<file path="config.mk">
export PLATFORM = sky130hd
export DESIGN_NAME = rv_imm_gen
export DESIGN_NICKNAME = d
export VERILOG_FILES = /design/src/rv_pkg.sv /design/src/rv_imm_gen.sv
export SDC_FILE = /design/constraint.sdc
export NUM_CORES = 1
export LEC_CHECK = 0
export BUFFER_PORTS_ARGS = -buffer_cell sky130_fd_sc_hd__buf_2
export CORE_AREA = 3 3 40 42
export DETAILED_ROUTE_END_ITERATION = 12
export DIE_AREA = 0 0 43 45
export GPL_TIMING_DRIVEN = 0
export PLACE_DENSITY = 0.86
export REMOVE_ABC_BUFFERS = 1
export SYNTH_ARGS = -nofsm -noshare
export SYNTH_HDL_FRONTEND = slang
export SYNTH_SLANG_ARGS = --single-unit
</file>
<file path="constraint.sdc">
create_clock -name vclk -period 1.2
set_input_delay 0.12 -clock vclk [all_inputs]
set_output_delay 0.12 -clock vclk [all_outputs]
set_load 0.01 [all_outputs]
</file>
<file path="src/rv_pkg.sv">
package rv_pkg;

    localparam int xlen       = 32;
    localparam int reg_addr_w = 5;
    localparam int num_regs   = 32;

    typedef logic [xlen-1:0]       word_t;
    typedef logic [reg_addr_w-1:0] reg_addr_t;

    // base opcodes of the kept instructions
    typedef enum logic [6:0] {
        op_load   = 7'b0000011,
        op_imm    = 7'b0010011,
        op_store  = 7'b0100011,
        op_op     = 7'b0110011,
        op_branch = 7'b1100011,
        op_jal    = 7'b1101111,
        op_jalr   = 7'b1100111,
        op_lui    = 7'b0110111,
        op_auipc  = 7'b0010111
    } opcode_t;

    // funct3 in the low bits, funct7[5] on top
    typedef enum logic [3:0] {
        alu_add  = 4'b0000,
        alu_sub  = 4'b1000,
        alu_sll  = 4'b0001,
        alu_slt  = 4'b0010,
        alu_sltu = 4'b0011,
        alu_xor  = 4'b0100,
        alu_srl  = 4'b0101,
        alu_sra  = 4'b1101,
        alu_or   = 4'b0110,
        alu_and  = 4'b0111
    } alu_op_t;

    typedef enum logic [2:0] {
        imm_i       = 3'b000,
        imm_i_shamt = 3'b001,
        imm_s       = 3'b010,
        imm_b       = 3'b011,
        imm_j       = 3'b100,
        imm_u       = 3'b101
    } imm_type_t;

    // load funct3 values; stores reuse the low three for their width
    typedef enum logic [2:0] {
        ld_byte   = 3'b000,
        ld_half   = 3'b001,
        ld_word   = 3'b010,
        ld_byte_u = 3'b100,
        ld_half_u = 3'b101
    } load_type_t;

    typedef enum logic [1:0] {
        wb_alu       = 2'b00,
        wb_load      = 2'b01,
        wb_pc_plus_4 = 2'b10,
        wb_imm       = 2'b11
    } wb_sel_t;

    typedef enum logic [1:0] {
        pc_sel_plus_4 = 2'b00,
        pc_sel_target = 2'b01,
        pc_sel_jalr   = 2'b10
    } pc_sel_t;

    typedef struct packed {
        alu_op_t    alu_op;
        logic       src_1_pc;
        logic       src_2_imm;
        imm_type_t  imm_type;
        wb_sel_t    wb_sel;
        logic       rf_wr_en;
        pc_sel_t    pc_sel;
        load_type_t load_type;
        logic       store_en;
    } ctrl_t;

endpackage

</file>
<file path="src/rv_imm_gen.sv">
module rv_imm_gen (
    input  rv_pkg::word_t     instr,
    input  rv_pkg::imm_type_t imm_type,
    output rv_pkg::word_t     imm
);
    import rv_pkg::*;

    logic sign;

    assign sign = instr[31];

    always_comb begin
        case (imm_type)
            imm_i_shamt: imm = {27'b0, instr[24:20]};
            imm_s:       imm = {{20{sign}}, instr[31:25], instr[11:7]};
            imm_b:       imm = {{20{sign}}, instr[7], instr[30:25], instr[11:8], 1'b0};
            imm_j:       imm = {{12{sign}}, instr[19:12], instr[20], instr[30:21], 1'b0};
            imm_u:       imm = {instr[31:12], 12'b0};
            // plain i format
            default:     imm = {{20{sign}}, instr[31:20]};
        endcase
    end

endmodule

</file>
# Yosys cells after proc, flatten, opt, wreduce, memory -nomap -nowiden
# Index checks and enable logic that the tools add are counted.
# W data, S select, Z words.
[word_totals] register_bits=0 out_inout_bits=32
[op_classes] n_eq_ne=5 muxes=1
[op_table] operator="$pmux W32 S5" n=1
[op_table] operator="$eq A3 B2 Y1 const B" n=2
[op_table] operator="$eq A3 B3 Y1 const B" n=2
[op_table] operator="$eq A3 B1 Y1 const B" n=1

# Logic depth before layout (Yosys ltp)
[logic_depth] depth_word=2 depth_mapped=4 depth_no_buf=3

# Worst setup path after synthesis
# No wires, ideal clock.
[synth_timing] kind="input to output" startpoint="input imm_type[1]" endpoint="output imm[20]" arrival_time_ns=0.765 slack_ns=0.315 cell_stages=4 path_buffers=1 cell_sequence="nand2b_2 -> and2_4 -> buf_6 -> a21o_1"
[synth_via] elab_chain_len=2 elab_cells_between_ends=6 classes_between="eq/ne: 5; mux: 1"
[synth_lines] element="start: declaration" line="rv_imm_gen.sv:3" text="input rv_pkg::imm_type_t imm_type,"
[synth_lines] element="$eq A3 B3 Y1, or another cell as far along" line="rv_imm_gen.sv:13" text="case (imm_type)"
[synth_lines] element="$pmux W32 S5 (*)" line="rv_imm_gen.sv:13"
[synth_lines] element="end: declaration" line="rv_imm_gen.sv:4" text="output rv_pkg::word_t imm"
# Mark *: on every way between the ends. The rest lies on a longest branch, timed or not.

# Worst setup path after layout
# Ends and elaborated chain as after synthesis.

==> results.ini <==
[setup_path]
required_ns=1.08
critPathLaunchType=input pin
startpoint=imm_type[1]
worstPathCellList=clkbuf_4 > nand2b_4 > and2_4 > a21o_1 > buf_2
max_stage_delay_ns=0.21
path_class=input pin to output pin
cp_max_fo=13
cp.arrival_ns=1.01
end_kind=output pin
crit_path_top_delay_cell=and2_4

[hold_path]
worstHoldStart=instr[12]
min_path_type=input pin to output pin

[finish]
regArea_um2=0
seq_cell_count=0
nets=156
n_antenna_cell=0
drive_gt1_share_pct=57.98
final_cell_area_um2=721.9
final_util_pct=56.18
nFillCells=141
syn_to_final_growth_pct=84.94
nClkBuffers=0
stdcell_count=134

[placement]
numPortBuffers=60
dp_hpwl_mm=1.234
placed_cells_incl_taps=130
dpl_cell_area_um2=680.7
dp_slack_ns=-0.2124
globalplace.congestion=0.7114

[timing]
slew_viol_final=0
min_period_ns=1.131
fin_crit_sh_pct=94.22
worstMarginPinSlew_ns=0.2536
layout_setup_ws_ns=0.06937
setup_tns_ns=0
max_slew_margin_pct=83.09
rsz0062_at_grt=no
finalHoldViolCount=0
hold_ws_ns=0.5202
fmax_ghz=0.8845
setup_viol=0

[floorplanning]
ioPinCount=67
coreArea_um2=1285
die_h_um=45
die_w_um=43
initial_utilization_pct=30.38
rows=13
die_area_um2=1935

[grt]
grt_pass1_wl_mm=2.263
grt_start_max_net_pins=14
grt_pass1_vias=541
grt_antenna_before_repair=0
grt_remaining_overflow=0
track_usage_pct=14.10

[detailed_routing]
drt_drc_violations_left=0
ant_nets=0
dr.pass1.iters=4
viasPerCell=4.866
wirelength_mm=1.524
num_vias=652
wl_per_cell_um=11.37
drt_iter0_drc=3

[pwr]
peakVddDrop_mv=0.2168
swShare_pct=51.01
p_int_mw=0.1601
p_clk_share_pct=0
switching_power_mw=0.1667
p_seq_share_pct=0
combPwrFrac_pct=100.0
leakage_nw=0.4949
power_density_nw_per_um2=452.6
p_total_mw=0.3268

[clock_network]
ctsHoldBuffers=0

[synthesis]
yosysUniqueCellTypes=21
yosys_warnings=0
synth_area_um2=390.4
synth.avg_cell_area_um2=6.617
synth_cells=59
synth-seq-area-share_pct=0

[run_status]
status=complete, no violations

[run]
max_cap_viol_count=0

-- cells in the mapped netlist --
cell	n	area (µm²)
nor2_1	6	22.52
a22oi_1	1	7.510
nor2_4	1	11.26
mux2i_1	1	10.01
o21a_1	2	15.01
nand2b_2	1	8.760
nand2b_1	1	6.260
buf_6	1	11.26
a21oi_1	5	25.02
buf_2	2	10.01
a21o_1	19	142.6
inv_2	1	3.750
nor2_2	1	6.260
nand3_1	1	5.000
buf_4	1	7.510
nor2b_1	2	12.51
o22ai_1	4	25.02
and2_1	6	37.54
a311oi_1	1	8.760
and2_4	1	8.760
o21ai_0	1	5.000
-- layout make-up --
type | instances | area [µm²] | area share, %
inverter | 1 | 3.754 | 0.5199
multi-input combinational | 55 | 374.1 | 51.82
tap | 15 | 18.77 | 2.600
timing repair buffer | 63 | 325.3 | 45.06
-- metal layers --
| layer | vias to the layer above | wire length [µm] | global-route usage (%) |
|---|---|---|---|
| met5 | - | 0 | 0 |
| li1 | 337 | - | - |
| met2 | 35 | 784 | 29.64 |
| met1 | 280 | 582 | 16.43 |
| met3 | 0 | 157 | 0.7968 |
| met4 | 0 | 0 | 0 |
-- layout by cell type, fill, tap and decap left out, types with 2 or more instances in the layout --
| cell type | count |
|---|---|
| o21a_1 | 2 |
| o22ai_1 | 4 |
| a21o_1 | 19 |
| buf_4 | 3 |
| nor2_1 | 6 |
| buf_2 | 59 |
| a21oi_1 | 5 |
| nor2_4 | 2 |
| and2_1 | 6 |
| nor2b_1 | 2 |
-- power by group through the flow --
stage,Sequential [mW],Combinational (mW),Clock (mW)
6_report,0,0.327,0
5_1_grt,0,0.360,0
4_1_cts,0,0.326,0
3_5_place_dp,0,0.314,0
3_3_place_gp,0,0.309,0
2_1_floorplan,0,0.160,0
-- final timing paths --
check | to | slack, ns | cells past startpoint
worst min-delay path | imm[12] | 0.52 | 3
worst max-delay path | imm[20] | 0.07 | 5
-- repair_timing --
item | in CTS | in global routing
pin swaps | 0 | 1
endpoints found under the hold margin | 0 | 0
gates cloned | 0 | 1
gates resized for setup | 2 | 1
setup endpoints to repair | 11 | 11
buffers inserted | 3 | 0
-- kinds of logic after synthesis --
kind of cell	after synthesis	synth area share, %
AND/OR/NAND/NOR	20	30.45
multiplexers	1	2.564
AO/OA/AOI/OAI	33	58.65
buffers and inverters	5	8.333
-- critical path: cells and delay by family --
| kind | cells | cell delay [ns] |
|---|---|---|
| AO/OA/AOI/OAI | 1 | 0.16 |
| buffers and inverters | 2 | 0.31 |
| AND/OR/NAND/NOR | 2 | 0.41 |
Note: power is estimated with default switching activity, not from simulation.
