**config.mk**
```make
export PLATFORM = sky130hd
export DESIGN_NAME = rv_fetch
export DESIGN_NICKNAME = d
export VERILOG_FILES = /design/src/rv_pkg.sv /design/src/rv_fetch.sv
export SDC_FILE = /design/constraint.sdc
export NUM_CORES = 1
export LEC_CHECK = 0
export ABC_AREA = 1
export BUFFER_PORTS_ARGS = -buffer_cell sky130_fd_sc_hd__buf_2
export CAP_MARGIN = 20
export CORE_MARGIN = 3
export CORE_UTILIZATION = 30
export DETAILED_ROUTE_END_ITERATION = 10
export HOLD_SLACK_MARGIN = 0.03
export REMOVE_ABC_BUFFERS = 1
export SYNTH_ARGS = -nofsm -noshare
export SYNTH_HDL_FRONTEND = slang
export SYNTH_SLANG_ARGS = --single-unit
```
**constraint.sdc**
```tcl
create_clock -name clk -period 2.8 [get_ports clk]
set_clock_uncertainty 0.15 [all_clocks]
set_input_delay 0.14 -clock clk [delete_from_list [all_inputs] [get_ports clk]]
set_output_delay 0.14 -clock clk [all_outputs]
set_load 0.005 [all_outputs]
```
**src/rv_pkg.sv**
```systemverilog
package rv_pkg;

    localparam int xlen       = 32;
    localparam int reg_addr_w = 5;
    localparam int num_regs   = 32;

    typedef logic [xlen-1:0]       word_t;
    typedef logic [reg_addr_w-1:0] reg_addr_t;

    // base opcodes of the kept instructions
    typedef enum logic [6:0] {
        op_load   = 7'b0000011,
        op_imm    = 7'b0010011,
        op_store  = 7'b0100011,
        op_op     = 7'b0110011,
        op_branch = 7'b1100011,
        op_jal    = 7'b1101111,
        op_jalr   = 7'b1100111,
        op_lui    = 7'b0110111,
        op_auipc  = 7'b0010111
    } opcode_t;

    // funct3 in the low bits, funct7[5] on top
    typedef enum logic [3:0] {
        alu_add  = 4'b0000,
        alu_sub  = 4'b1000,
        alu_sll  = 4'b0001,
        alu_slt  = 4'b0010,
        alu_sltu = 4'b0011,
        alu_xor  = 4'b0100,
        alu_srl  = 4'b0101,
        alu_sra  = 4'b1101,
        alu_or   = 4'b0110,
        alu_and  = 4'b0111
    } alu_op_t;

    typedef enum logic [2:0] {
        imm_i       = 3'b000,
        imm_i_shamt = 3'b001,
        imm_s       = 3'b010,
        imm_b       = 3'b011,
        imm_j       = 3'b100,
        imm_u       = 3'b101
    } imm_type_t;

    // load funct3 values; stores reuse the low three for their width
    typedef enum logic [2:0] {
        ld_byte   = 3'b000,
        ld_half   = 3'b001,
        ld_word   = 3'b010,
        ld_byte_u = 3'b100,
        ld_half_u = 3'b101
    } load_type_t;

    typedef enum logic [1:0] {
        wb_alu       = 2'b00,
        wb_load      = 2'b01,
        wb_pc_plus_4 = 2'b10,
        wb_imm       = 2'b11
    } wb_sel_t;

    typedef enum logic [1:0] {
        pc_sel_plus_4 = 2'b00,
        pc_sel_target = 2'b01,
        pc_sel_jalr   = 2'b10
    } pc_sel_t;

    typedef struct packed {
        alu_op_t    alu_op;
        logic       src_1_pc;
        logic       src_2_imm;
        imm_type_t  imm_type;
        wb_sel_t    wb_sel;
        logic       rf_wr_en;
        pc_sel_t    pc_sel;
        load_type_t load_type;
        logic       store_en;
    } ctrl_t;

endpackage

```
**src/rv_fetch.sv**
```systemverilog
module rv_fetch (
    input  logic            clk,
    input  logic            reset,
    input  rv_pkg::pc_sel_t pc_sel,
    input  rv_pkg::word_t   imm,
    input  rv_pkg::word_t   alu_result,
    output rv_pkg::word_t   pc,
    output rv_pkg::word_t   pc_plus_4
);
    import rv_pkg::*;

    word_t pc_next;

    assign pc_plus_4 = pc + word_t'(4);

    always_comb begin
        case (pc_sel)
            pc_sel_target: pc_next = pc + imm;
            // jalr target drops bit 0
            pc_sel_jalr:   pc_next = {alu_result[xlen-1:1], 1'b0};
            default:       pc_next = pc_plus_4;
        endcase
    end

    always_ff @(posedge clk) begin
        if (reset) begin
            pc <= '0;
        end else begin
            pc <= pc_next;
        end
    end

endmodule

```
# After elaboration in Yosys (flattened, before gate mapping)
# Index checks and enable logic that the tools add are counted.
# op_classes
addsub,2
mul,0
div,0
magnitude_cmp,0
eq_ne,2
n_shift,0
muxes,1
bitwise_logic,0
n_reduce_logical,0
# op_table
operator,n
$pmux W32 S2,1
$add A32 B3 Y32 const B,1
$add A32 B32 Y32,1
$eq A2 B1 Y1 const B,1
$eq A2 B2 Y1 const B,1
# word_totals
reg_bits,32
latch_bits,0
ramBits,0
rom_bits,0
input_bits,68
output_inout_bits,64
memories,0

# Logic depth before layout (Yosys ltp)
# depth
depth_word,2
ltp_mapped,13

# Worst setup path before layout
# Ideal clock, no wire load.
# synth_path
kind,register -> register
startpoint,register pc[0]
endpoint,register pc[16]
arrival_time_ns,1.805
t_required_ns,2.531
path_slack_ns,0.725
path_stages_with_launch,12
path_buffers,0
period_less_slack_ns,2.075
cell_sequence,dfxtp_1 -> ha_1 -> fa_1 -> nand3_1 -> nand3_1 -> nand2_1 -> nand2_1 -> nand2_1 -> nand2_1 -> or2_2 -> nand3_1 -> a21oi_1
# synth_between
elab_chain_cells,2
word_cells_on_any_way,3
# synth_rtl
item,line_no,text
"start, declared",rv_fetch.sv:7,"output rv_pkg::word_t pc,"
"start signal, assigned",rv_fetch.sv:29,pc <= pc_next;
$add A32 B3 Y32 or $add A32 B32 Y32 (tied branches),"rv_fetch.sv:14, rv_fetch.sv:18",
$pmux W32 S2 (*),rv_fetch.sv:17,case (pc_sel)
# Every way passes the cells marked *; elsewhere a longest branch is shown, timed or not.
# A chain may end at the register's enable or synchronous reset.

# Worst setup path after layout
# layout_path
startpoint,register pc[2]
endpoint,output pc_plus_4[20]
# layout_between
elab_chain_cells,1
# layout_rtl
item,line_no,text
$add A32 B3 Y32,rv_fetch.sv:14,assign pc_plus_4 = pc + word_t'(4);
"end, declared",rv_fetch.sv:8,output rv_pkg::word_t pc_plus_4
# No other way between the ends.

==> results.toml <==
[global_route]
use_met3 = 0.0462
grt_use_total = 0.217
overflow = 0
grt_pass1_vias = 5274
grt_use_met2 = 0.362
grt_util_met1 = 0.289
grt_pass1_wl_mm = 28.0
global_route.peak_usage_layer = "met2"
initial_antenna_violation_count = 0
grt_start_max_net_pins = 39

[status]
outcome = "complete, no violations"

[finish]
final_layout_size_suffix_gt1_frac = 0.182
sequential_cell_area_um2 = 641
antenna_cells_inserted = 0
finalCoreUtilization = 0.403
final_net_count = 1111
top_regs = "pc x32"
nFillCells = 1665
registers.top_by_ff_count = "pc"
largest_reg_flops = 32
area_delta_synth_final_pct = 29.7
multi_input_area_um2 = 3330

[power]
vdd.ir_drop.worst_mv = 0.213
share_clk_of_total_power = 0.255
internal-power_mw = 1.28
power.static_leakage_nw = 3.36
flop_pwr_share = 0.255
switching_share = 0.435
part_of_the_power_in_combinational_logic = 0.489
pwr_density_cell_nw_per_um2 = 382
switching_power_mw = 0.989

[route]
detailed_route_drc_error_count = 0
drt_first_iter_violations = 438
detail_routed_via_count_per_cell = 4.88
finalWirelength_mm = 18.6
detail-route-antenna-nets = 0
detail_route.wl_per_cell_um = 15.6
detail_route.first_pass.iterations = 5
dr_vias = 5816

[synthesis]
instance_count_of_the_mapped_netlist = 843
synth_area_leader_cell = "sky130_fd_sc_hd__nand2_1"
synthesis.area_per_instance_um2 = 5.43
synth_top_cells_by_area = "sky130_fd_sc_hd__nand2_1, sky130_fd_sc_hd__dfxtp_1, sky130_fd_sc_hd__inv_1"
yosysWarnings = 0
number_of_synthesized_flops_with_an_enable_pin = 0
synthesis.area_um2 = 4580
synthTopCellsByCount = "sky130_fd_sc_hd__nand2_1, sky130_fd_sc_hd__inv_1, sky130_fd_sc_hd__a21oi_1"
synth.ff_latch_count = 32
top_count_cell_post_synth = "sky130_fd_sc_hd__nand2_1"
yosysTopAreaCellShare = 0.238
post_synthesis_cell_type_count = 37
dominantRegCellSynth = "sky130_fd_sc_hd__dfxtp_1"
synth-seq-area-share = 0.140
postSynth.asyncResetShare = 0

[sta]
slew_hr = 0.517
report.final.slew_viol_count = 0
setup_repair_after_global_routing_missed_its_margin = "no"
fmax_mhz = 400
setup-tns-final_ns = 0
final-hold-violation-count = 0
min_period_over_period = 0.892
final.min_clock_period_ns = 2.50
timing.final.setup_violations = 0
tightest_slew_ns = 0.724

[clock_tree]
cts_root_buffer = "sky130_fd_sc_hd__clkbuf_16"
numCtsBuffers = 5
clock_sink_count = 32
clock_tree_from_tritoncts = "done"
clk_path_buf_depth = 2
post_cts_resize_count = 0
clkSlewWorstSetupHoldPaths_ns = 0.06
htree_num_levels = 2
clk_latency_ns = 0.29

[floorplanning]
start_util = 0.310
top_level_ports = 132
core.rowCount = 44
fp.dieW_um = 130
core_area_um2 = 14800
floorplan.die.height_um = 130
die_area_um2 = 16800

[worst_hold_path]
holdCritPathClass = "in -> reg"

[worst_setup_path]
crit_chain = "ha_1 > nand3_2 > nor3_2 > nand3b_1 > o21ai_0 > nand2_1 > buf_2"
slowest_delay_ns = 0.50
path_max_fanout = 6
timing_worst_setup_path_type = "reg -> out"
cp.required_ns = 2.51
crit_arrival_ns = 2.21
crit_path_start_kind = "flip-flop"
timing.critical_path.to_type = "output pin"
critical-path-slowest-cell = "sky130_fd_sc_hd__dfxtp_1"

[run]
drv_cap = 0

[placement]
placement.io_buffers = 130
gpl.final_weighted_congestion = 0.936
hpwlAfterDp_mm = 15.6
-- power by group through the flow --
stage | registers, mW | logic [mW] | clock network [mW]
after global routing | 0.585 | 1.25 | 0.600
after floorplan | 0.580 | 0.651 | 0
final | 0.580 | 1.11 | 0.580
after global placement | 0.588 | 1.07 | 0
after detailed placement | 0.588 | 1.07 | 0
after CTS | 0.579 | 1.11 | 0.580
-- worst paths after layout --
path                  startpoint       endpoint  slack [ns]  depth (start not counted)
setup reg to reg           pc[0]         pc[16]        0.44                         11
hold reg to reg            pc[0]          pc[0]        0.43                          2
setup / recovery           pc[2]  pc_plus_4[20]        0.30                          7
hold / removal    alu_result[18]         pc[18]        0.04                          3
-- per-layer routing --
metal	routed length, um	up-vias
li1	-	2994
met1	8250	2571
met2	8480	230
met3	1540	21
met4	316	0
met5	0	-
-- cell usage in the layout (no fill, tap or decap), types with 3 or more instances in the layout --
| cell type | instances |
|---|---|
| sky130_fd_sc_hd__xor2_1 | 16 |
| sky130_fd_sc_hd__buf_2 | 130 |
| sky130_fd_sc_hd__a21o_1 | 4 |
| sky130_fd_sc_hd__dfxtp_1 | 32 |
| sky130_fd_sc_hd__inv_1 | 139 |
| sky130_fd_sc_hd__o21ai_0 | 34 |
| sky130_fd_sc_hd__ha_1 | 34 |
| sky130_fd_sc_hd__or2_2 | 10 |
| sky130_fd_sc_hd__o21bai_1 | 3 |
| sky130_fd_sc_hd__dlygate4sd3_1 | 28 |
| sky130_fd_sc_hd__a21oi_1 | 85 |
| sky130_fd_sc_hd__nand2_1 | 290 |
| sky130_fd_sc_hd__nand4_1 | 8 |
| sky130_fd_sc_hd__nand3_1 | 58 |
| sky130_fd_sc_hd__nor3_2 | 3 |
| sky130_fd_sc_hd__clkbuf_16 | 5 |
| sky130_fd_sc_hd__nand2_2 | 3 |
| sky130_fd_sc_hd__nor2_1 | 65 |
| sky130_fd_sc_hd__buf_4 | 17 |
| sky130_fd_sc_hd__nand3b_1 | 5 |
| sky130_fd_sc_hd__nor3_1 | 12 |
| sky130_fd_sc_hd__xnor2_1 | 4 |
-- cell families after synthesis --
logic type,Yosys count,synth area share
xor gates and xnor gates,21,0.0418
and+or+nand+nor,466,0.439
adders and majority gates,35,0.0973
buffers and inverters,158,0.133
AOI/OAI and AO/OA,131,0.149
DFF,32,0.140
-- critical path: cells and delay by family (launching register included) --
family                     cells  cell delay (ns)
and+or+nand+nor                4             0.75
DFF                            1             0.50
adders and majority gates      1             0.31
AOI/OAI and AO/OA              1             0.20
buffers and inverters          1             0.16
-- repair_timing --
item                      in CTS  in global routing
hold buffers                  28                  0
hold endpoints to repair      28                  0
setup buffers                  0                  0
-- stage by stage --
step | cells | instance area, um^2 | total power [mW] | hold slack, ns | setup WS (ns)
after floorplan | 826 | 4500 | 1.23 | 0.0687 | 0.701
after global placement | 1157 | 5510 | 1.66 | 0.217 | 0.494
after detailed placement | 1157 | 5510 | 1.66 | 0.228 | 0.471
after CTS | 1193 | 5940 | 2.26 | 0.0325 | 0.327
after global routing | 1193 | 5940 | 2.44 | 0.0485 | 0.113
final | 1193 | 5940 | 2.27 | 0.0402 | 0.302
-- final cells by class --
cell class,instances,share of cell area
inverter,141,0.0895
tap,184,0.0388
clock buffer,6,0.0234
clock inverter,2,0.00168
timing repair buffer,175,0.178
multi-input combinational,653,0.561
sequential,32,0.108
No activity file was read; power rests on OpenSTA's default activity.
