<file path="src/rv_pkg.sv">
package rv_pkg;

    localparam int xlen       = 32;
    localparam int reg_addr_w = 5;
    localparam int num_regs   = 32;

    typedef logic [xlen-1:0]       word_t;
    typedef logic [reg_addr_w-1:0] reg_addr_t;

    // base opcodes of the kept instructions
    typedef enum logic [6:0] {
        op_load   = 7'b0000011,
        op_imm    = 7'b0010011,
        op_store  = 7'b0100011,
        op_op     = 7'b0110011,
        op_branch = 7'b1100011,
        op_jal    = 7'b1101111,
        op_jalr   = 7'b1100111,
        op_lui    = 7'b0110111,
        op_auipc  = 7'b0010111
    } opcode_t;

    // funct3 in the low bits, funct7[5] on top
    typedef enum logic [3:0] {
        alu_add  = 4'b0000,
        alu_sub  = 4'b1000,
        alu_sll  = 4'b0001,
        alu_slt  = 4'b0010,
        alu_sltu = 4'b0011,
        alu_xor  = 4'b0100,
        alu_srl  = 4'b0101,
        alu_sra  = 4'b1101,
        alu_or   = 4'b0110,
        alu_and  = 4'b0111
    } alu_op_t;

    typedef enum logic [2:0] {
        imm_i       = 3'b000,
        imm_i_shamt = 3'b001,
        imm_s       = 3'b010,
        imm_b       = 3'b011,
        imm_j       = 3'b100,
        imm_u       = 3'b101
    } imm_type_t;

    // load funct3 values; stores reuse the low three for their width
    typedef enum logic [2:0] {
        ld_byte   = 3'b000,
        ld_half   = 3'b001,
        ld_word   = 3'b010,
        ld_byte_u = 3'b100,
        ld_half_u = 3'b101
    } load_type_t;

    typedef enum logic [1:0] {
        wb_alu       = 2'b00,
        wb_load      = 2'b01,
        wb_pc_plus_4 = 2'b10,
        wb_imm       = 2'b11
    } wb_sel_t;

    typedef enum logic [1:0] {
        pc_sel_plus_4 = 2'b00,
        pc_sel_target = 2'b01,
        pc_sel_jalr   = 2'b10
    } pc_sel_t;

    typedef struct packed {
        alu_op_t    alu_op;
        logic       src_1_pc;
        logic       src_2_imm;
        imm_type_t  imm_type;
        wb_sel_t    wb_sel;
        logic       rf_wr_en;
        pc_sel_t    pc_sel;
        load_type_t load_type;
        logic       store_en;
    } ctrl_t;

endpackage

</file>
<file path="src/rv_alu.sv">
module rv_alu (
    input  rv_pkg::alu_op_t op,
    input  rv_pkg::word_t   a,
    input  rv_pkg::word_t   b,
    output rv_pkg::word_t   result,
    output logic            cmp_flag
);
    import rv_pkg::*;

    logic [4:0] shamt;

    assign shamt = b[4:0];

    always_comb begin
        case (op)
            alu_add:  result = a + b;
            alu_sub:  result = a - b;
            alu_sll:  result = a << shamt;
            alu_slt:  result = word_t'($signed(a) < $signed(b));
            alu_sltu: result = word_t'(a < b);
            alu_xor:  result = a ^ b;
            alu_srl:  result = a >> shamt;
            alu_sra:  result = word_t'($signed(a) >>> shamt);
            alu_or:   result = a | b;
            alu_and:  result = a & b;
            default:  result = '0;
        endcase
    end

    // equality for sub, less-than for the set ops
    always_comb begin
        case (op)
            alu_sub:  cmp_flag = (result == '0);
            alu_slt,
            alu_sltu: cmp_flag = result[0];
            default:  cmp_flag = 1'b0;
        endcase
    end

endmodule

</file>
<file path="config.mk">
export PLATFORM = sky130hd
export DESIGN_NAME = rv_alu
export DESIGN_NICKNAME = d
export VERILOG_FILES = /design/src/rv_pkg.sv /design/src/rv_alu.sv
export SDC_FILE = /design/constraint.sdc
export NUM_CORES = 1
export LEC_CHECK = 0
export ABC_AREA = 1
export BUFFER_PORTS_ARGS = -buffer_cell sky130_fd_sc_hd__buf_2
export CAP_MARGIN = 20
export CORE_MARGIN = 2
export CORE_UTILIZATION = 55
export DETAILED_ROUTE_END_ITERATION = 6
export GPL_ROUTABILITY_DRIVEN = 0
export PLACE_DENSITY = 0.77
export SETUP_SLACK_MARGIN = 0.4
export SLEW_MARGIN = 20
export SYNTH_ARGS = -nofsm -noshare
export SYNTH_HDL_FRONTEND = slang
export SYNTH_SLANG_ARGS = --single-unit
export TNS_END_PERCENT = 20
</file>
<file path="constraint.sdc">
create_clock -name vclk -period 4.36
set_clock_uncertainty 0.15 [all_clocks]
set_input_delay 0 -clock vclk [all_inputs]
set_output_delay 0 -clock vclk [all_outputs]
set_load 0.03 [all_outputs]
</file>
Word level (Yosys, flattened, before mapping)

Index checks and enable logic that the tools add are counted.

Register bits: 0
Input bits: 68
Output and inout bits: 33
Word-level logic and storage cells: 24

Add/sub/neg operators: 2
Magnitude comparators: 2
Equal/unequal tests: 9
Shift-type cells: 3
Mux-type cells: 2
Bitwise gates (word level): 3
Reduce and logical (&&, ||, !) cells: 3

Operators with widths:

| cell                 | count |
|---|---|
| $pmux W32 S10        | 1 |
| $lt A32 B32 Y1       | 2 |
| $add A32 B32 Y32     | 1 |
| $and A32 B32 Y32     | 1 |
| $logic_not A32 Y1    | 1 |
| $or A32 B32 Y32      | 1 |
| $shl A32 B5 Y32      | 1 |
| $shr A32 B5 Y32      | 1 |
| $sshr A32 B5 Y32     | 1 |
| $sub A32 B32 Y32     | 1 |
| $xor A32 B32 Y32     | 1 |
| $eq A4 B3 Y1 const B | 4 |
| $eq A4 B2 Y1 const B | 2 |
| $eq A4 B4 Y1 const B | 2 |
| $eq A4 B1 Y1 const B | 1 |
| $logic_not A4 Y1     | 1 |
| $pmux W1 S2          | 1 |
| $reduce_or A2 Y1     | 1 |

Longest topological paths before layout

Gate-level depths: netlist of the first run.

Word-level depth: 4
Depth in mapped cells: 26
Depth with buffers taken out: 22

Worst setup path after synthesis of the first run

No wires, ideal clock.

Path type: input to output
Start point: input b[4]
End point: output cmp_flag
Data arrival time: 2664 ps
Required time: 4210 ps
Slack: 1546 ps
Stages on the path: 23
Path buffers: 4
Cell sequence: buf_2 -> inv_1 -> buf_2 -> buf_1 -> ha_1 -> buf_2 -> nor2_1 -> nand2_1 -> inv_1 -> nand2_1 -> nand2_1 -> nand2_1 -> nand2_1 -> nand2_1 -> a21oi_1 -> nor2_1 -> nor2_2 -> nand2_1 -> nor2_1 -> nand2_1 -> nor2_1 -> nand3_1 -> nand2_1

Word-level cells in the longest chain between the ends: 4
Elaborated cells on any way between the ends: 13
Those cells by class: add/sub (2); order compare (2); shift (3); mux (2); bitwise (3); reduce/logical (1)

Ends and longest elaborated chain:

| what                                           | RTL line     | source |
|---|---|---|
| start: declaration                             | rv_alu.sv:4  | `input rv_pkg::word_t b,` |
| $sub A32 B32 Y32, or another cell as far along | rv_alu.sv:17 | `alu_sub: result = a - b;` |
| $pmux W32 S10 *                                | rv_alu.sv:15 | `case (op)` |
| $logic_not A32 Y1                              | rv_alu.sv:33 | `alu_sub: cmp_flag = (result == '0);` |
| $pmux W1 S2 *                                  | rv_alu.sv:32 | `case (op)` |
| end: declaration                               | rv_alu.sv:6  | `output logic cmp_flag` |

Every way passes the cells marked *; elsewhere a longest branch is shown, timed or not.

Worst setup path after layout of the first run

Start point: input b[0]
End point: output cmp_flag

The elaborated chain is that of the path after synthesis.

==> flow_metrics.tcl, run 1 <==
set metrics [dict create \
    rows 50 \
    min_path_type "input pin to output port" \
    clkbuf_count 0 \
    violations "DRC" \
    cap_viol_max_count 0 \
    cts_resized 0 \
    pin_count 101 \
    seq_area_um2 0 \
    required_ns 4.21 \
    maxSlewViolCount 0 \
    dp_slack_ns 0.877 \
    grt_usage_pct 42.4 \
    cp.depth 22 \
    crit_path_end_kind "output port" \
    grt_pass1_wl_um 68300 \
    totalWireLength_um 44600 \
    die_area_um2 20300 \
    seq_area_frac_synth_pct 0 \
    final_hold_viol_count 0 \
    synth_compound_area_share_pct 10.7 \
    grt_overflow 0 \
    critical_path.startpoint_type "input pin" \
    grt_pass1_vias 13500 \
    syn_avg_cell_area_um2 4.70 \
    worst_slack_ns 0.661 \
    postCtsHoldBufs 0 \
    cp_slowest_cell "buf_2" \
    setup_viol 0 \
    slew_headroom_pct 32.5 \
    ys_types 42 \
    power_mw 1.42 \
    cpMostUsedCell "nand2_1" \
    synth_top_cell_by_area "nand2_1" \
    critical_path_class "input pin to output port" \
    coreArea_um2 18800 \
    first_pass_iters 7 \
    critPathMaxFanout 39 \
    syn_nets 2408 \
    vdd_drop_max_v 0.0000820 \
    leakage_nw 6.97 \
    antenna_left 0 \
    synth_top_family_by_area "simple AND/OR/NAND/NOR gates" \
    p_per_area_nw_per_um2 130 \
    status "complete, but fails checks" \
    crit_buf_inv 4 \
    dp_hpwl_um 35500 \
    port_buffers 101 \
    n_antenna_cell 0 \
    synth_top_area_share_pct 30.0 \
    drt_iter0_drc 2772 \
    via_per_inst 6.12 \
    synth_area_leaders "nand2_1 (30%), nand3_1 (17%), inv_1 (13%)" \
    cp_cell_sequence "buf_2 -> ha_1 -> inv_1 -> fa_1 -> inv_1 -> nand3_1 -> nand3_1 -> nand2_1 -> nand2_1 -> nand2_1 -> nand2_1 -> nand2_1 -> nand3_1 -> nand2_1 -> nor2_1 -> nand2_1 -> nor2_1 -> nand2_1 -> nor2_1 -> nand3_1 -> nand2_1 -> buf_2" \
    grt_start_max_net_pins 67 \
    rsz0062_at_grt "no" \
    synthXorXnorAreaFrac_pct 0.0831 \
    final_nets 2428 \
    area_growth_pct 3.59 \
    drive_gt1_share_pct 7.39 \
    cp.arrival_ns 3.55 \
    wire_per_inst_um 17.9 \
    antenna_found_initial 0 \
    synthAdderAreaFrac_pct 11.9 \
    chipWidth_um 142 \
    seq_cell_count 0 \
    fin_crit_sh_pct 84.8 \
    final.fill_count 2061 \
    post-route-util_pct 58.1 \
    crit_family "simple AND/OR/NAND/NOR gates" \
    worst_pin_slew_ns 1.01 \
    muxShareOfSynthArea_pct 0 \
    syn_area_um2 10500 \
    netlist_instances 2241 \
    cpPeakStageDelay_ns 0.60 \
    whs_path_depth 4 \
    cts_setup_buffers 0 \
    synth_simple_gate_area_share_pct 59.6 \
    vias 15300 \
    die_h_um 142 \
    drc 4 \
    fmax_mhz 270 \
    fin_tns_setup_ns 0 \
    start_util_pct 56.1 \
    period_minus_slack_ns 3.70 \
    ys_warn_count 0 \
]
placed cells by master (no fill, tap or decap), drive strengths merged:
cell    count
ha         97
o221ai      1
or2         2
a221oi      1
nand4      22
xor2        1
o211ai     10
a211oi      2
fa          2
nand3     354
nor3       28
inv       365
nand2     868
and3        3
o22ai      28
a31oi       3
o21bai      8
a21boi      1
buf       111
o21a        4
nor4        1
nor2      193
a21oi      90
and2        2
nand3b      8
o21ai      54
metal layers:
layer | global-route usage (%) | part of all wire, % | routed length (um)
met1 | 52.1 | 35 | 15600
met2 | 65.6 | 41 | 18200
met3 | 10.6 | 15 | 6720
met4 | 28.0 | 9.1 | 4050
met5 | 0 | 0 | 0
through the flow:
step	cells	area, um^2	hold slack (ns)
3_3_place_gp	2492	10900	0.295
4_1_cts	2492	10900	0.297
5_1_grt	2493	10900	0.336
3_5_place_dp	2492	10900	0.297
2_1_floorplan	2241	10500	0.0939
6_report	2493	10900	0.293
power breakdown:
part / internal (mW) / leakage [nW] / switching, mW
Clock: 0 / 0 / 0
Sequential: 0 / 0 / 0
Combinational: 0.388 / 6.97 / 1.03
layout make-up:
cell class                      instances  area, um^2  area share, %
Inverter                              365        1380           12.6
Multi-Input combinational cell       1783        8670           79.4
Tap cell                              234         293           2.68
Timing Repair Buffer                  111         578           5.30
cells in the mapped netlist (22+ instances only):
library cell	n
nand3_1	352
buf_2	57
nand4_1	22
ha_1	97
a21oi_1	89
o22ai_1	28
nand2_2	24
nor3_1	28
o21ai_0	36
nand2_1	842
inv_1	353
nor2_1	181
final timing paths:
check             startpoint       end  slack, ns
setup / recovery        b[0]  cmp_flag       0.66
hold / removal         op[1]  cmp_flag       0.29
kinds of logic (layout without fill, tap and decap cells):
| logic type | after synthesis | count (layout) |
|---|---|---|
| and+or+nand+nor | 1481 | 1481 |
| buffers and inverters | 458 | 476 |
| AOI/OAI and AO/OA | 202 | 202 |
| adders and majority gates | 99 | 99 |
| xor gates and xnor gates | 1 | 1 |
(Power assumes the default switching activity.)
==> inputs of run 2 (changes only) <==
Settings changed: ABC_AREA 1 to 0, PLACE_DENSITY 0.77 to 0.8.
Clock period 4.36 ns to 3.4 ns, I/O delays scaled along.
==> flow_metrics.tcl, run 2 <==
set metrics [dict create \
    synth_area_leaders "ha_1 (13%), mux4_2 (12%), a21oi_1 (5.6%)" \
    dp_hpwl_um 38500 \
    syn_area_um2 9590 \
    stop_stage "global routing (5_1_grt)" \
    grt_pass1_vias 15900 \
    ys_warn_count 0 \
    syn_nets 1519 \
    syn_avg_cell_area_um2 7.10 \
    stop_error "[ERROR GRT-0116] Global routing finished with congestion. Check the congestion regions in the DRC Viewer." \
    grt_overflow 7 \
    yosys-top-cells-count "nand2_1 (127), nor2_1 (113), a21oi_1 (107), inv_1 (104), ha_1 (97)" \
    synth_top_area_share_pct 12.7 \
    synth_top_cell_by_area "ha_1" \
    seq_area_frac_synth_pct 0 \
    start_util_pct 55.8 \
    status "stopped before the end" \
    postCtsHoldBufs 0 \
    yosysMostFrequentCell "nand2_1" \
    grt_pass1_wl_um 90700 \
    die_h_um 136 \
    grt_usage_pct 64.1 \
    chipWidth_um 136 \
    pin_count 101 \
    netlist_instances 1352 \
    ys_types 93 \
    grt_start_max_net_pins 46 \
    rows 48 \
    port_buffers 101 \
]
==> run 2: cell count changes after synthesis, moves of 24 or more <==
cell / change
nand2_1: -715
nand3_1: -319
inv_1: -249
nor2_1: -68
o21ai_0: +60
mux4_2: +50
buf_2: -42
clkbuf_1: +40
a211oi_1: +36
mux2i_1: +36
mux2_2: +30
nand2_2: -24
==> run 2: cells by family after synthesis <==
kind of cell	count (synthesis)	share of synthesized area (%)
compound gates	465	32.9
xor+xnor	13	1.19
fa+ha+maj	99	13.1
buf+inv	214	10.5
mux	120	20.1
simple gates	441	22.3
==> run 2: stage by stage <==
stage          hold slack [ns]  utilization [%]  instances  worst slack, ns  area, um^2
2_1_floorplan            0.297                -       1352          -0.0773        9790
3_3_place_gp             0.582             76.7       1995           -0.413       13200
3_5_place_dp             0.622             76.7       1995           -0.500       13200
4_1_cts                  0.597             80.0       2006           -0.158       13700
==> run 2: per-layer routing <==
metal  global-route usage, %  GRT overflow
met5                    14.4             0
met4                    59.1             5
met3                    50.0             0
met2                    81.2             2
met1                    65.0             0
==> run 2: what timing repair did <==
| item | CTS |
|---|---|
| setup endpoints to repair | 13 |
| buffers inserted | 11 |
| pin swaps | 33 |
| gates resized for setup | 115 |
==> inputs of run 3 (changes only) <==
Settings changed: CORE_UTILIZATION 55 to 40, PLACE_DENSITY 0.8 to default, PLACE_DENSITY_LB_ADDON from default to 0.15, SETUP_SLACK_MARGIN 0.4 to default.
Clock period 3.4 ns to 4.42 ns, I/O delays scaled along.
==> flow_metrics.tcl, run 3 <==
set metrics [dict create \
    seq_area_um2 0 \
    p_seq_share_pct 0 \
    setup_viol 0 \
    area_growth_pct 10.2 \
    chipWidth_um 159 \
    ys_warn_count 0 \
    grt_usage_pct 33.9 \
    clkPwrFrac_pct 0 \
    p_per_area_nw_per_um2 140 \
    drive_gt1_share_pct 20.4 \
    postCtsHoldBufs 0 \
    muxShareOfSynthArea_pct 20.1 \
    critical_path_class "input pin to output port" \
    pin_count 101 \
    synth_compound_area_share_pct 32.9 \
    leakage_nw 4.57 \
    rsz0062_at_grt "no" \
    fmax_mhz 237 \
    worst_slack_ns 0.204 \
    layout_common_cells "nand2_1 (127), nor2_1 (113), a21oi_1 (107)" \
    fin_crit_sh_pct 95.4 \
    drt_iter0_drc 1565 \
    cts_setup_buffers 0 \
    via_per_inst 6.77 \
    first_pass_iters 7 \
    synth_top_cell_by_area "ha_1" \
    yosysMostFrequentCell "nand2_1" \
    dp_hpwl_um 35300 \
    wire_per_inst_um 25.4 \
    totalWireLength_um 44300 \
    final_nets 1594 \
    final.fill_count 2518 \
    cap_viol_max_count 0 \
    grtUsageMet2_pct 51.4 \
    worst_pin_slew_ns 1.01 \
    seq_cell_count 0 \
    grt_use_met3_pct 5.30 \
    grt_pass1_vias 11100 \
    min_path_type "input pin to output port" \
    critPathMaxFanout 23 \
    power.switching_uw 954 \
    synth_top_family_by_area "compound AO/OA/AOI/OAI gates" \
    critical_path.startpoint_type "input pin" \
    final_common_cell "nand2_1" \
    synth_top_area_share_pct 12.7 \
    grt_pass1_wl_um 68100 \
    syn_nets 1519 \
    vdd_drop_max_v 0.000110 \
    vias 11800 \
    period_minus_slack_ns 4.22 \
    power_frac_comb_pct 100.0 \
    ys_types 93 \
    crit_buf_inv 3 \
    synth_simple_gate_area_share_pct 22.3 \
    synth_area_leaders "ha_1 (13%), mux4_2 (12%), a21oi_1 (5.6%)" \
    antenna_found_initial 0 \
    cp_cell_sequence "buf_4 -> buf_4 -> mux2_2 -> mux4_2 -> o21ai_0 -> a32oi_1 -> a21oi_1 -> or3b_1 -> nand4_1 -> nand3_1 -> nor4_4 -> nand4_1 -> o21ai_1 -> buf_2" \
    n_antenna_cell 0 \
    grt_start_max_net_pins 71 \
    final_hold_viol_count 0 \
    busiest_layer "met2" \
    seq_area_frac_synth_pct 0 \
    cpPeakStageDelay_ns 0.50 \
    slew_headroom_pct 32.4 \
    cp_slowest_cell "mux4_2" \
    crit_family "simple AND/OR/NAND/NOR gates" \
    met1_usage_pct 46.3 \
    port_buffers 101 \
    coreArea_um2 23500 \
    drc 0 \
    crit_path_end_kind "output port" \
    switching_share_pct 64.4 \
    yosys-top-cells-count "nand2_1 (127), nor2_1 (113), a21oi_1 (107), inv_1 (104), ha_1 (97)" \
    status "completed" \
    clkbuf_count 0 \
    start_util_pct 40.7 \
    maxSlewViolCount 0 \
    cp.arrival_ns 4.07 \
    antenna_left 0 \
    synthAdderAreaFrac_pct 13.1 \
    dp_slack_ns -0.101 \
    p_int_uw 527 \
    fin_tns_setup_ns 0 \
    netlist_instances 1352 \
    syn_area_um2 9590 \
    grt_overflow 0 \
    rows 56 \
    die_h_um 159 \
    synthXorXnorAreaFrac_pct 1.19 \
    die_area_um2 25200 \
    syn_avg_cell_area_um2 7.10 \
    required_ns 4.27 \
]
-- run 3: cell counts after synthesis --
Identical to the previous run, type by type.
-- run 3: final cells by class --
class | instances | area, um^2 | area share, %
inverter | 108 | 405 | 3.84
multi-input combinational | 1138 | 8650 | 81.9
tap | 319 | 399 | 3.78
timing repair buffer | 179 | 1110 | 10.5
-- run 3: kinds of logic after synthesis --
group           after synthesis
fa+ha+maj                    99
simple gates                441
xor+xnor                     13
mux                         120
compound gates              465
buf+inv                     214
-- run 3: power by group through the flow --
| stage | Clock [mW] | Combinational (mW) | Sequential, mW |
|---|---|---|---|
| after floorplan | 0 | 0.952 | 0 |
| after CTS | 0 | 1.42 | 0 |
| after detailed placement | 0 | 1.42 | 0 |
| after global placement | 0 | 1.41 | 0 |
| after global routing | 0 | 1.58 | 0 |
| final | 0 | 1.48 | 0 |
-- run 3: routing by layer --
metal,wire length [um],up-vias
met5,0,-
met3,4930,169
met1,17700,5479
li1,-,5282
met4,3040,0
met2,18600,877
-- run 3: worst paths after layout --
| check | slack, ns | from | depth (start not counted) | end |
|---|---|---|---|---|
| worst min-delay path | 0.54 | b[30] | 5 | result[31] |
| worst max-delay path | 0.20 | b[0] | 14 | cmp_flag |
-- run 3: stage by stage --
step | cell area [um^2] | power, mW | std cells | utilization [%] | hold WS (ns)
global route | 10600 | 1.58 | 1744 | 44.9 | 0.590
global placement | 10500 | 1.41 | 1744 | 44.6 | 0.532
detailed placement | 10500 | 1.42 | 1744 | 44.6 | 0.542
CTS | 10500 | 1.42 | 1744 | 44.7 | 0.543
floorplan | 9590 | 0.952 | 1352 | - | 0.297
finish | 10600 | 1.48 | 1744 | 44.9 | 0.540
-- run 3: what timing repair did --
action / CTS / global route
resized for setup: 1 / 9
setup endpoints to repair: 1 / 1
pin swaps: 0 / 3
