<file path="config.mk">
export PLATFORM = sky130hd
export DESIGN_NAME = rv_decoder
export DESIGN_NICKNAME = d
export VERILOG_FILES = /design/src/rv_pkg.sv /design/src/rv_decoder.sv
export SDC_FILE = /design/constraint.sdc
export NUM_CORES = 1
export LEC_CHECK = 0
export BUFFER_PORTS_ARGS = -buffer_cell sky130_fd_sc_hd__buf_2
export CAP_MARGIN = 20
export CORE_UTILIZATION = 36
export DETAILED_ROUTE_END_ITERATION = 8
export GPL_TIMING_DRIVEN = 0
export PLACE_DENSITY = 0.81
export SLEW_MARGIN = 20
export SYNTH_ARGS = -nofsm -noshare
export SYNTH_HDL_FRONTEND = slang
export SYNTH_SLANG_ARGS = --single-unit
</file>
<file path="constraint.sdc">
create_clock -name vclk -period 1.4
set_input_delay 0.21 -clock vclk [all_inputs]
set_output_delay 0.21 -clock vclk [all_outputs]
set_load 0.05 [all_outputs]
</file>
<file path="src/rv_pkg.sv">
package rv_pkg;

    localparam int xlen       = 32;
    localparam int reg_addr_w = 5;
    localparam int num_regs   = 32;

    typedef logic [xlen-1:0]       word_t;
    typedef logic [reg_addr_w-1:0] reg_addr_t;

    // base opcodes of the kept instructions
    typedef enum logic [6:0] {
        op_load   = 7'b0000011,
        op_imm    = 7'b0010011,
        op_store  = 7'b0100011,
        op_op     = 7'b0110011,
        op_branch = 7'b1100011,
        op_jal    = 7'b1101111,
        op_jalr   = 7'b1100111,
        op_lui    = 7'b0110111,
        op_auipc  = 7'b0010111
    } opcode_t;

    // funct3 in the low bits, funct7[5] on top
    typedef enum logic [3:0] {
        alu_add  = 4'b0000,
        alu_sub  = 4'b1000,
        alu_sll  = 4'b0001,
        alu_slt  = 4'b0010,
        alu_sltu = 4'b0011,
        alu_xor  = 4'b0100,
        alu_srl  = 4'b0101,
        alu_sra  = 4'b1101,
        alu_or   = 4'b0110,
        alu_and  = 4'b0111
    } alu_op_t;

    typedef enum logic [2:0] {
        imm_i       = 3'b000,
        imm_i_shamt = 3'b001,
        imm_s       = 3'b010,
        imm_b       = 3'b011,
        imm_j       = 3'b100,
        imm_u       = 3'b101
    } imm_type_t;

    // load funct3 values; stores reuse the low three for their width
    typedef enum logic [2:0] {
        ld_byte   = 3'b000,
        ld_half   = 3'b001,
        ld_word   = 3'b010,
        ld_byte_u = 3'b100,
        ld_half_u = 3'b101
    } load_type_t;

    typedef enum logic [1:0] {
        wb_alu       = 2'b00,
        wb_load      = 2'b01,
        wb_pc_plus_4 = 2'b10,
        wb_imm       = 2'b11
    } wb_sel_t;

    typedef enum logic [1:0] {
        pc_sel_plus_4 = 2'b00,
        pc_sel_target = 2'b01,
        pc_sel_jalr   = 2'b10
    } pc_sel_t;

    typedef struct packed {
        alu_op_t    alu_op;
        logic       src_1_pc;
        logic       src_2_imm;
        imm_type_t  imm_type;
        wb_sel_t    wb_sel;
        logic       rf_wr_en;
        pc_sel_t    pc_sel;
        load_type_t load_type;
        logic       store_en;
    } ctrl_t;

endpackage

</file>
<file path="src/rv_decoder.sv">
module rv_decoder (
    input  logic          reset,
    input  rv_pkg::word_t instr,
    input  logic          cmp_flag,
    output rv_pkg::ctrl_t ctrl
);
    import rv_pkg::*;

    logic [2:0] funct3;
    logic [6:0] funct7;
    logic       funct7_zero;
    logic       funct7_alt;

    assign funct3      = instr[14:12];
    assign funct7      = instr[31:25];
    assign funct7_zero = (funct7 == 7'b0000000);
    assign funct7_alt  = (funct7 == 7'b0100000);

    always_comb begin
        // no-op unless a legal encoding overrides it
        ctrl.alu_op    = alu_add;
        ctrl.src_1_pc  = 1'b0;
        ctrl.src_2_imm = 1'b0;
        ctrl.imm_type  = imm_i;
        ctrl.wb_sel    = wb_alu;
        ctrl.rf_wr_en  = 1'b0;
        ctrl.pc_sel    = pc_sel_plus_4;
        ctrl.load_type = ld_word;
        ctrl.store_en  = 1'b0;

        if (!reset) begin
            case (opcode_t'(instr[6:0]))
                op_load: begin
                    if (funct3 != 3'b011 && funct3[2:1] != 2'b11) begin
                        ctrl.src_2_imm = 1'b1;
                        ctrl.wb_sel    = wb_load;
                        ctrl.rf_wr_en  = 1'b1;
                        ctrl.load_type = load_type_t'(funct3);
                    end
                end
                op_imm: begin
                    // shifts are the only immediates with funct7 bits
                    if ((funct3 != 3'b001 || funct7_zero) &&
                        (funct3 != 3'b101 || funct7_zero || funct7_alt)) begin
                        ctrl.alu_op    = alu_op_t'({funct3 == 3'b101 && funct7[5], funct3});
                        ctrl.src_2_imm = 1'b1;
                        ctrl.imm_type  = (funct3[1:0] == 2'b01) ? imm_i_shamt : imm_i;
                        ctrl.rf_wr_en  = 1'b1;
                    end
                end
                op_store: begin
                    if (funct3[2] == 1'b0 && funct3[1:0] != 2'b11) begin
                        ctrl.src_2_imm = 1'b1;
                        ctrl.imm_type  = imm_s;
                        ctrl.load_type = load_type_t'(funct3);
                        ctrl.store_en  = 1'b1;
                    end
                end
                op_op: begin
                    // sub and sra are the only alt encodings
                    if (funct7_zero ||
                        (funct7_alt && (funct3 == 3'b000 || funct3 == 3'b101))) begin
                        ctrl.alu_op   = alu_op_t'({funct7[5], funct3});
                        ctrl.rf_wr_en = 1'b1;
                    end
                end
                op_branch: begin
                    if (funct3[2:1] != 2'b01) begin
                        // beq/bne use sub, blt/bge slt, bltu/bgeu sltu
                        ctrl.alu_op   = alu_op_t'({~funct3[2], 1'b0, funct3[2:1]});
                        ctrl.imm_type = imm_b;
                        ctrl.pc_sel   = (cmp_flag ^ funct3[0]) ? pc_sel_target : pc_sel_plus_4;
                    end
                end
                op_jal: begin
                    ctrl.imm_type = imm_j;
                    ctrl.wb_sel   = wb_pc_plus_4;
                    ctrl.rf_wr_en = 1'b1;
                    ctrl.pc_sel   = pc_sel_target;
                end
                op_jalr: begin
                    if (funct3 == 3'b000) begin
                        ctrl.src_2_imm = 1'b1;
                        ctrl.wb_sel    = wb_pc_plus_4;
                        ctrl.rf_wr_en  = 1'b1;
                        ctrl.pc_sel    = pc_sel_jalr;
                    end
                end
                op_lui: begin
                    ctrl.imm_type = imm_u;
                    ctrl.wb_sel   = wb_imm;
                    ctrl.rf_wr_en = 1'b1;
                end
                op_auipc: begin
                    ctrl.src_1_pc  = 1'b1;
                    ctrl.src_2_imm = 1'b1;
                    ctrl.imm_type  = imm_u;
                    ctrl.rf_wr_en  = 1'b1;
                end
                default: begin
                    ctrl.rf_wr_en = 1'b0;
                end
            endcase
        end
    end

endmodule

</file>
==> results of run 1 <==
-- per-stage QoR --
| stage | setup TNS [ns] | instance area, um^2 | hold slack, ns |
|---|---|---|---|
| after global placement | -8.497 | 1017 | 0.8581 |
| after floorplan | -5.487 | 827.0 | 0.4913 |
| after CTS | -5.157 | 1446 | 0.8219 |
| after detailed placement | -8.929 | 1018 | 0.8580 |
-- kinds of logic after synthesis --
group / Yosys count / synth area share
compound gates: 33 / 0.4085
simple gates: 50 / 0.4894
xor+xnor: 1 / 0.01490
buf+inv: 13 / 0.08720
-- repair_timing --
item,4_1_cts
pin swaps,24
buffers inserted,12
gates resized for setup,84
endpoints found under the setup margin,18
==> results.py, run 1 <==
metrics = {
    "place": {
        "io_buffers": 34,
        "dpl_worst_slack_ns": -0.6485,
        "hpwl_um": 1743,
        "place_inst": 147,
        "routabilityCongestion": 0.9123,
    },
    "floorplan": {
        "io_pins": 52,
        "rows": 14,
        "die_h_um": 42.42,
        "die_w_um": 42.42,
        "start_util": 0.3859,
    },
    "logic_synthesis": {
        "syn_nets": 131,
        "ys_warn_count": 0,
        "yosysTopAreaCellShare": 0.07021,
        "ys_top_cells_by_area": "nor2_1 7.0%, a21oi_1 6.8%, nor3_1 6.0%",
        "synth_cell_types": 40,
        "netlist_area_um2": 588.1,
        "yosys.area.top_type": "nor2_1",
        "synthCells": 97,
        "yosysSeqAreaShare": 0,
        "synth.avg_cell_area_um2": 6.063,
        "synth.most_common_cell": "nor2_1",
        "synthTopCellsByCount": "11 x nor2_1, 8 x a21oi_1, 7 x nor3_1",
    },
    "outcome": {
        "outcome": "stopped before the end",
        "failed_stage": "global routing",
        "first-error": "[ERROR DPL-0033] detailed placement checks failed during check placement.",
    },
    "timing": {
        "worst_path_end_type": "top-level output",
        "crit_endpoint": "ctrl[16]",
    },
    "global_route": {
        "grt_start_max_net_pins": 11,
        "grt_antenna_before_repair": 0,
    },
    "clocking": {
        "postCtsHoldBufs": 0,
    },
}
==> run 2, diff against run 1 <==
--- a/config.mk
+++ b/config.mk
@@ -7,10 +7,11 @@
 export LEC_CHECK = 0
 export BUFFER_PORTS_ARGS = -buffer_cell sky130_fd_sc_hd__buf_2
 export CAP_MARGIN = 20
-export CORE_UTILIZATION = 36
+export CORE_AREA = 2 2 63 65
 export DETAILED_ROUTE_END_ITERATION = 8
+export DIE_AREA = 0 0 65 67
 export GPL_TIMING_DRIVEN = 0
-export PLACE_DENSITY = 0.81
+export PLACE_DENSITY_LB_ADDON = 0.15
 export SLEW_MARGIN = 20
 export SYNTH_ARGS = -nofsm -noshare
 export SYNTH_HDL_FRONTEND = slang
==> constraint.sdc (replaced) <==
create_clock -name vclk -period 1.82
set_input_delay 0.273 -clock vclk [all_inputs]
set_output_delay 0.273 -clock vclk [all_outputs]
set_load 0.05 [all_outputs]
==> run 2 against run 1 <==
The flow now finishes, with violations (negative setup slack). Synthesized cell count unchanged. Synthesized area is the same.
==> results.py, run 2 <==
metrics = {
    "logic_synthesis": {
        "synth_mux_area_frac": 0,
        "yosysSeqAreaShare": 0,
        "synth_top_family_by_area": "simple AND/OR/NAND/NOR gates",
        "synthTopCellsByCount": "11 x nor2_1, 8 x a21oi_1, 7 x nor3_1",
        "synth.most_common_cell": "nor2_1",
        "ys_top_cells_by_area": "nor2_1 7.0%, a21oi_1 6.8%, nor3_1 6.0%",
        "synth_cell_types": 40,
        "synth.avg_cell_area_um2": 6.063,
        "synthSimpleGateAreaFrac": 0.4894,
        "netlist_area_um2": 588.1,
        "synth_adder_area_share": 0,
        "syn_nets": 131,
        "ys_warn_count": 0,
        "synthXorXnorAreaFrac": 0.01489,
        "synthCells": 97,
        "yosysTopAreaCellShare": 0.07021,
        "synth_compound_area_frac": 0.4085,
        "yosys.area.top_type": "nor2_1",
    },
    "routing": {
        "vias_per_cell": 4.984,
        "wl_um": 2625,
        "first_iter_violations": 36,
        "num_vias": 922,
        "drc": 0,
        "wl_per_cell_um": 14.19,
        "ant_nets": 0,
        "first_pass_iters": 4,
    },
    "timing": {
        "fmaxAchievable_ghz": 0.5034,
        "min_period_over_period": 1.091,
        "tightest_slew_ns": 0.5003,
        "setup_viol_count_final": 7,
        "finalHoldViolCount": 0,
        "maxSlewViolCount": 0,
        "setup_slack_ns": -0.1664,
        "rsz0062_at_grt": "true",
        "fin_crit_ns": 1.986,
        "slew_headroom": 0.6665,
    },
    "power": {
        "switching_power_uw": 100.6,
        "p_int_uw": 66.18,
        "p_leak_uw": 0.0004521,
        "power_density_nw_per_um2": 124.1,
        "clkPwrFrac": 0,
        "p_comb_frac": 1.000,
        "switching_share": 0.6032,
        "ir_drop_mv": 0.06273,
        "seq_power_share": 0,
    },
    "setup_path": {
        "endpoint_kind": "output port",
        "path_class": "in2out",
        "cp.arrival_ns": 1.71,
        "start_kind": "input pin",
        "crit_fanout": 4,
        "required_ns": 1.55,
    },
    "global_route": {
        "gr-usage-met3": 0.008446,
        "grtUsageMet1": 0.1637,
        "grt_antenna_before_repair": 0,
        "grt_start_max_net_pins": 11,
        "grt_pass1_vias": 889,
        "grt_pass1_wl_um": 4264,
        "grt_remaining_overflow": 0,
        "grtUsageMet2": 0.2204,
        "track_usage": 0.1206,
        "top_usage_layer": "met2",
    },
    "layout": {
        "antenna_cells": 0,
        "design_area_um2": 1344,
        "clock_buffers": 0,
        "final_common_cell": "buf_2",
        "seq_cells": 0,
        "seq_area_um2": 0,
        "areaGrowthSynthToFinish_pct": 128.5,
        "layout_common_cells": "17 x buf_2, 12 x buf_4, 11 x buf_6",
        "final_cells": 185,
        "fin_nets": 173,
        "drive_gt1_frac": 0.6861,
    },
    "clocking": {
        "postCtsHoldBufs": 0,
    },
    "place": {
        "io_buffers": 34,
        "routabilityCongestion": 0.7665,
        "place_area_um2": 998.5,
        "hpwl_um": 1990,
        "place_inst": 179,
    },
    "flow_run": {
        "maxCapViolCount": 0,
    },
    "hold_path": {
        "min_to": "ctrl[1]",
        "worstHoldPathType": "in2out",
        "hp-start": "reset",
        "hold_depth": 3,
    },
    "floorplan": {
        "start_util": 0.1631,
        "die_h_um": 67,
        "core_um2": 3606,
        "rows": 22,
        "io_pins": 52,
        "die_w_um": 65,
        "die_area_um2": 4355,
    },
    "outcome": {
        "violations": "negative setup slack",
        "outcome": "finished, violations left",
    },
}
-- run 2: cells by family after synthesis --
family                 count (synthesis)
buffers and inverters                 13
AND/OR/NAND/NOR                       50
XOR/XNOR                               1
AO/OA/AOI/OAI                         33
-- run 2: layout make-up --
cell class	instances	area, um^2
buffer	7	45.04
fill	381	2262
inverter	4	15.01
timing repair buffer	42	364.1
multi-input combinational	84	859.6
tap	48	60.06
-- run 2: power groups by stage --
| stage | Clock (uW) | Sequential [uW] | Combinational (uW) |
|---|---|---|---|
| floorplan | 0 | 0 | 80.5 |
| global placement | 0 | 0 | 125 |
| detailed placement | 0 | 0 | 126 |
| CTS | 0 | 0 | 147 |
| global route | 0 | 0 | 181 |
| finish | 0 | 0 | 167 |
-- run 2: timing repair --
action,in CTS,in global routing
gates resized for setup,55,28
pin swaps,12,12
setup buffers,2,6
setup endpoints to repair,17,14
-- run 2: worst max-delay path by stage --
stage | startpoint | end | slack, ns | cells past startpoint
4_1_cts | instr[31] | ctrl[9] | -0.17 | 7
5_1_grt | instr[31] | ctrl[15] | -0.23 | 7
3_5_place_dp | instr[3] | ctrl[4] | -0.46 | 6
6_report | instr[31] | ctrl[15] | -0.17 | 7
2_1_floorplan | instr[6] | ctrl[9] | -0.58 | 5
3_3_place_gp | instr[3] | ctrl[4] | -0.50 | 6
-- run 2: worst max-delay path: stages --
cell and delay (ns):
buf_6 0.09, or4_4 0.56, buf_4 0.17, o31ai_4 0.21, a32oi_2 0.15, nor2_4 0.11
buf_8 0.15
-- run 2: layer usage --
| metal | vias to the layer above | wire length (um) |
|---|---|---|
| li1 | 454 | - |
| met1 | 446 | 1147 |
| met5 | - | 0 |
| met2 | 22 | 1347 |
| met4 | 0 | 0 |
| met3 | 0 | 129 |
-- run 2: through the flow --
| stage | worst slack, ns | hold WS (ns) | utilization | TNS, ns | power (uW) |
|---|---|---|---|---|---|
| floorplan | -0.5780 | 0.6173 | - | -1.784 | 80.54 |
| global placement | -0.4988 | 0.9846 | 0.2769 | -5.221 | 125.0 |
| detailed placement | -0.4639 | 0.9893 | 0.2769 | -4.955 | 125.8 |
| CTS | -0.1747 | 0.9792 | 0.3331 | -0.7306 | 146.8 |
| global route | -0.2275 | 0.9980 | 0.3727 | -1.131 | 181.1 |
| finish | -0.1664 | 0.9763 | 0.3727 | -0.6955 | 166.8 |
(Power assumes the default switching activity.)
==> run 3, diff against run 2 <==
--- a/config.mk
+++ b/config.mk
@@ -12,6 +12,8 @@
 export DIE_AREA = 0 0 65 67
 export GPL_TIMING_DRIVEN = 0
 export PLACE_DENSITY_LB_ADDON = 0.15
+export RECOVER_POWER = 50
+export SKIP_LAST_GASP = 1
 export SLEW_MARGIN = 20
 export SYNTH_ARGS = -nofsm -noshare
 export SYNTH_HDL_FRONTEND = slang
==> run 3 against run 2 <==
Power is 0.92% higher. Critical path type unchanged. The flow still finishes with violations (negative setup slack). Routed wire length grew 0.84%. Cell count is 0.54% higher. Fmax about the same. Sequential share of layout area did not move. Highest routed layer unchanged. Critical path depth is the same. Via count grew 0.65%. Non-clock buffer count grew 1. Largest power group unchanged. Utilization up 0.24 points.
==> results.py, run 3 (synthesis results as in run 2) <==
metrics = {
    "layout": {
        "antenna_cells": 0,
        "areaGrowthSynthToFinish_pct": 130.0,
        "seq_area_um2": 0,
        "final_common_cell": "buf_2",
        "layout_common_cells": "18 x buf_2, 11 x buf_6, 10 x buf_4",
        "drive_gt1_frac": 0.6957,
        "clock_buffers": 0,
        "fin_nets": 174,
        "design_area_um2": 1353,
        "seq_cells": 0,
    },
    "place": {
        "place_area_um2": 998.5,
        "io_buffers": 34,
        "routabilityCongestion": 0.7665,
        "dpl_worst_slack_ns": -0.4639,
        "hpwl_um": 1990,
    },
    "global_route": {
        "grt_pass1_vias": 890,
        "grt_remaining_overflow": 0,
        "grt_start_max_net_pins": 11,
        "grt_pass1_wl_um": 4243,
        "grt_antenna_before_repair": 0,
        "track_usage": 0.1202,
    },
    "setup_path": {
        "cp.arrival_ns": 1.71,
        "required_ns": 1.55,
        "crit_fanout": 4,
        "start_kind": "input pin",
        "crit_path_cell_trace": "buf_6, or4_4, buf_4, o31ai_4, a32oi_2, nor2_4, buf_8",
        "slowest_delay_ns": 0.56,
        "path_class": "in2out",
        "endpoint_kind": "output port",
        "cpMaxStageDelayCell": "or4_4",
    },
    "floorplan": {
        "start_util": 0.1631,
        "core_um2": 3606,
        "io_pins": 52,
        "die_h_um": 67,
        "die_area_um2": 4355,
        "rows": 22,
        "die_w_um": 65,
    },
    "hold_path": {
        "worstHoldPathType": "in2out",
        "hold_depth": 3,
    },
    "routing": {
        "wl_per_cell_um": 14.23,
        "ant_nets": 0,
        "first_iter_violations": 46,
        "drc": 0,
        "num_vias": 928,
        "vias_per_cell": 4.989,
        "first_pass_iters": 4,
        "wl_um": 2647,
    },
    "timing": {
        "min_period_over_period": 1.091,
        "slew_headroom": 0.6672,
        "tightest_slew_ns": 0.4993,
        "maxSlewViolCount": 0,
        "setup_slack_ns": -0.1665,
        "finalSetupTns_ns": -0.7195,
        "finalHoldViolCount": 0,
        "fin_crit_ns": 1.986,
        "rsz0062_at_grt": "true",
        "setup_viol_count_final": 8,
        "fmaxAchievable_ghz": 0.5034,
    },
    "power": {
        "power_uw": 168.3,
        "ir_drop_mv": 0.06285,
        "power_density_nw_per_um2": 124.4,
        "p_leak_uw": 0.0004554,
    },
    "outcome": {
        "outcome": "finished, violations left",
        "violations": "negative setup slack",
    },
    "flow_run": {
        "maxCapViolCount": 0,
    },
}
[run 3: area by class of cell]
type | instances | area (um^2)
fillers | 378 | 2253
multi-input cells | 84 | 860.8
plain buffers | 7 | 50.05
inverters | 4 | 15.01
repair buffers | 43 | 366.6
well taps | 48 | 60.06
[run 3: repair_timing]
item	CTS	global route
pin swaps	11	13
endpoints found under the setup margin	17	17
endpoints found under the hold margin	0	0
hold buffers	0	0
resized for setup	50	33
buffers inserted	2	7
[run 3: final timing paths]
path / startpoint / slack (ns) / end
hold / removal: reset / 1.01 / ctrl[1]
setup / recovery: instr[31] / -0.17 / ctrl[15]
[run 3: report_power, final]
part,internal [uW],leakage (uW),total (uW),switching [uW]
Sequential,0,0,0,0
Clock,0,0,0,0
Combinational,66.9,0.000455,168,101
[run 3: worst max-delay path: cells and delay by family]
kind                   cells  cell delay, ns
AO/OA/AOI/OAI              2            0.36
buffers and inverters      3            0.41
AND/OR/NAND/NOR            2            0.67
[run 3: through the flow]
stage               std cells  hold slack, ns    util
floorplan                  97          0.6173       -
global placement          179          0.9846  0.2769
detailed placement        179          0.9893  0.2769
CTS                       179          0.9792  0.3286
global route              186           1.034  0.3751
finish                    186           1.008  0.3751
[run 3: per-layer routing]
layer | vias to the layer above | GRT usage | share of wire | wire, um
met5 | - | 0 | 0 | 0
met4 | 0 | 0 | 0 | 0
met3 | 0 | 0.008446 | 0.052 | 138
met2 | 24 | 0.2204 | 0.51 | 1345
met1 | 450 | 0.1627 | 0.44 | 1163
li1 | 454 | - | - | -
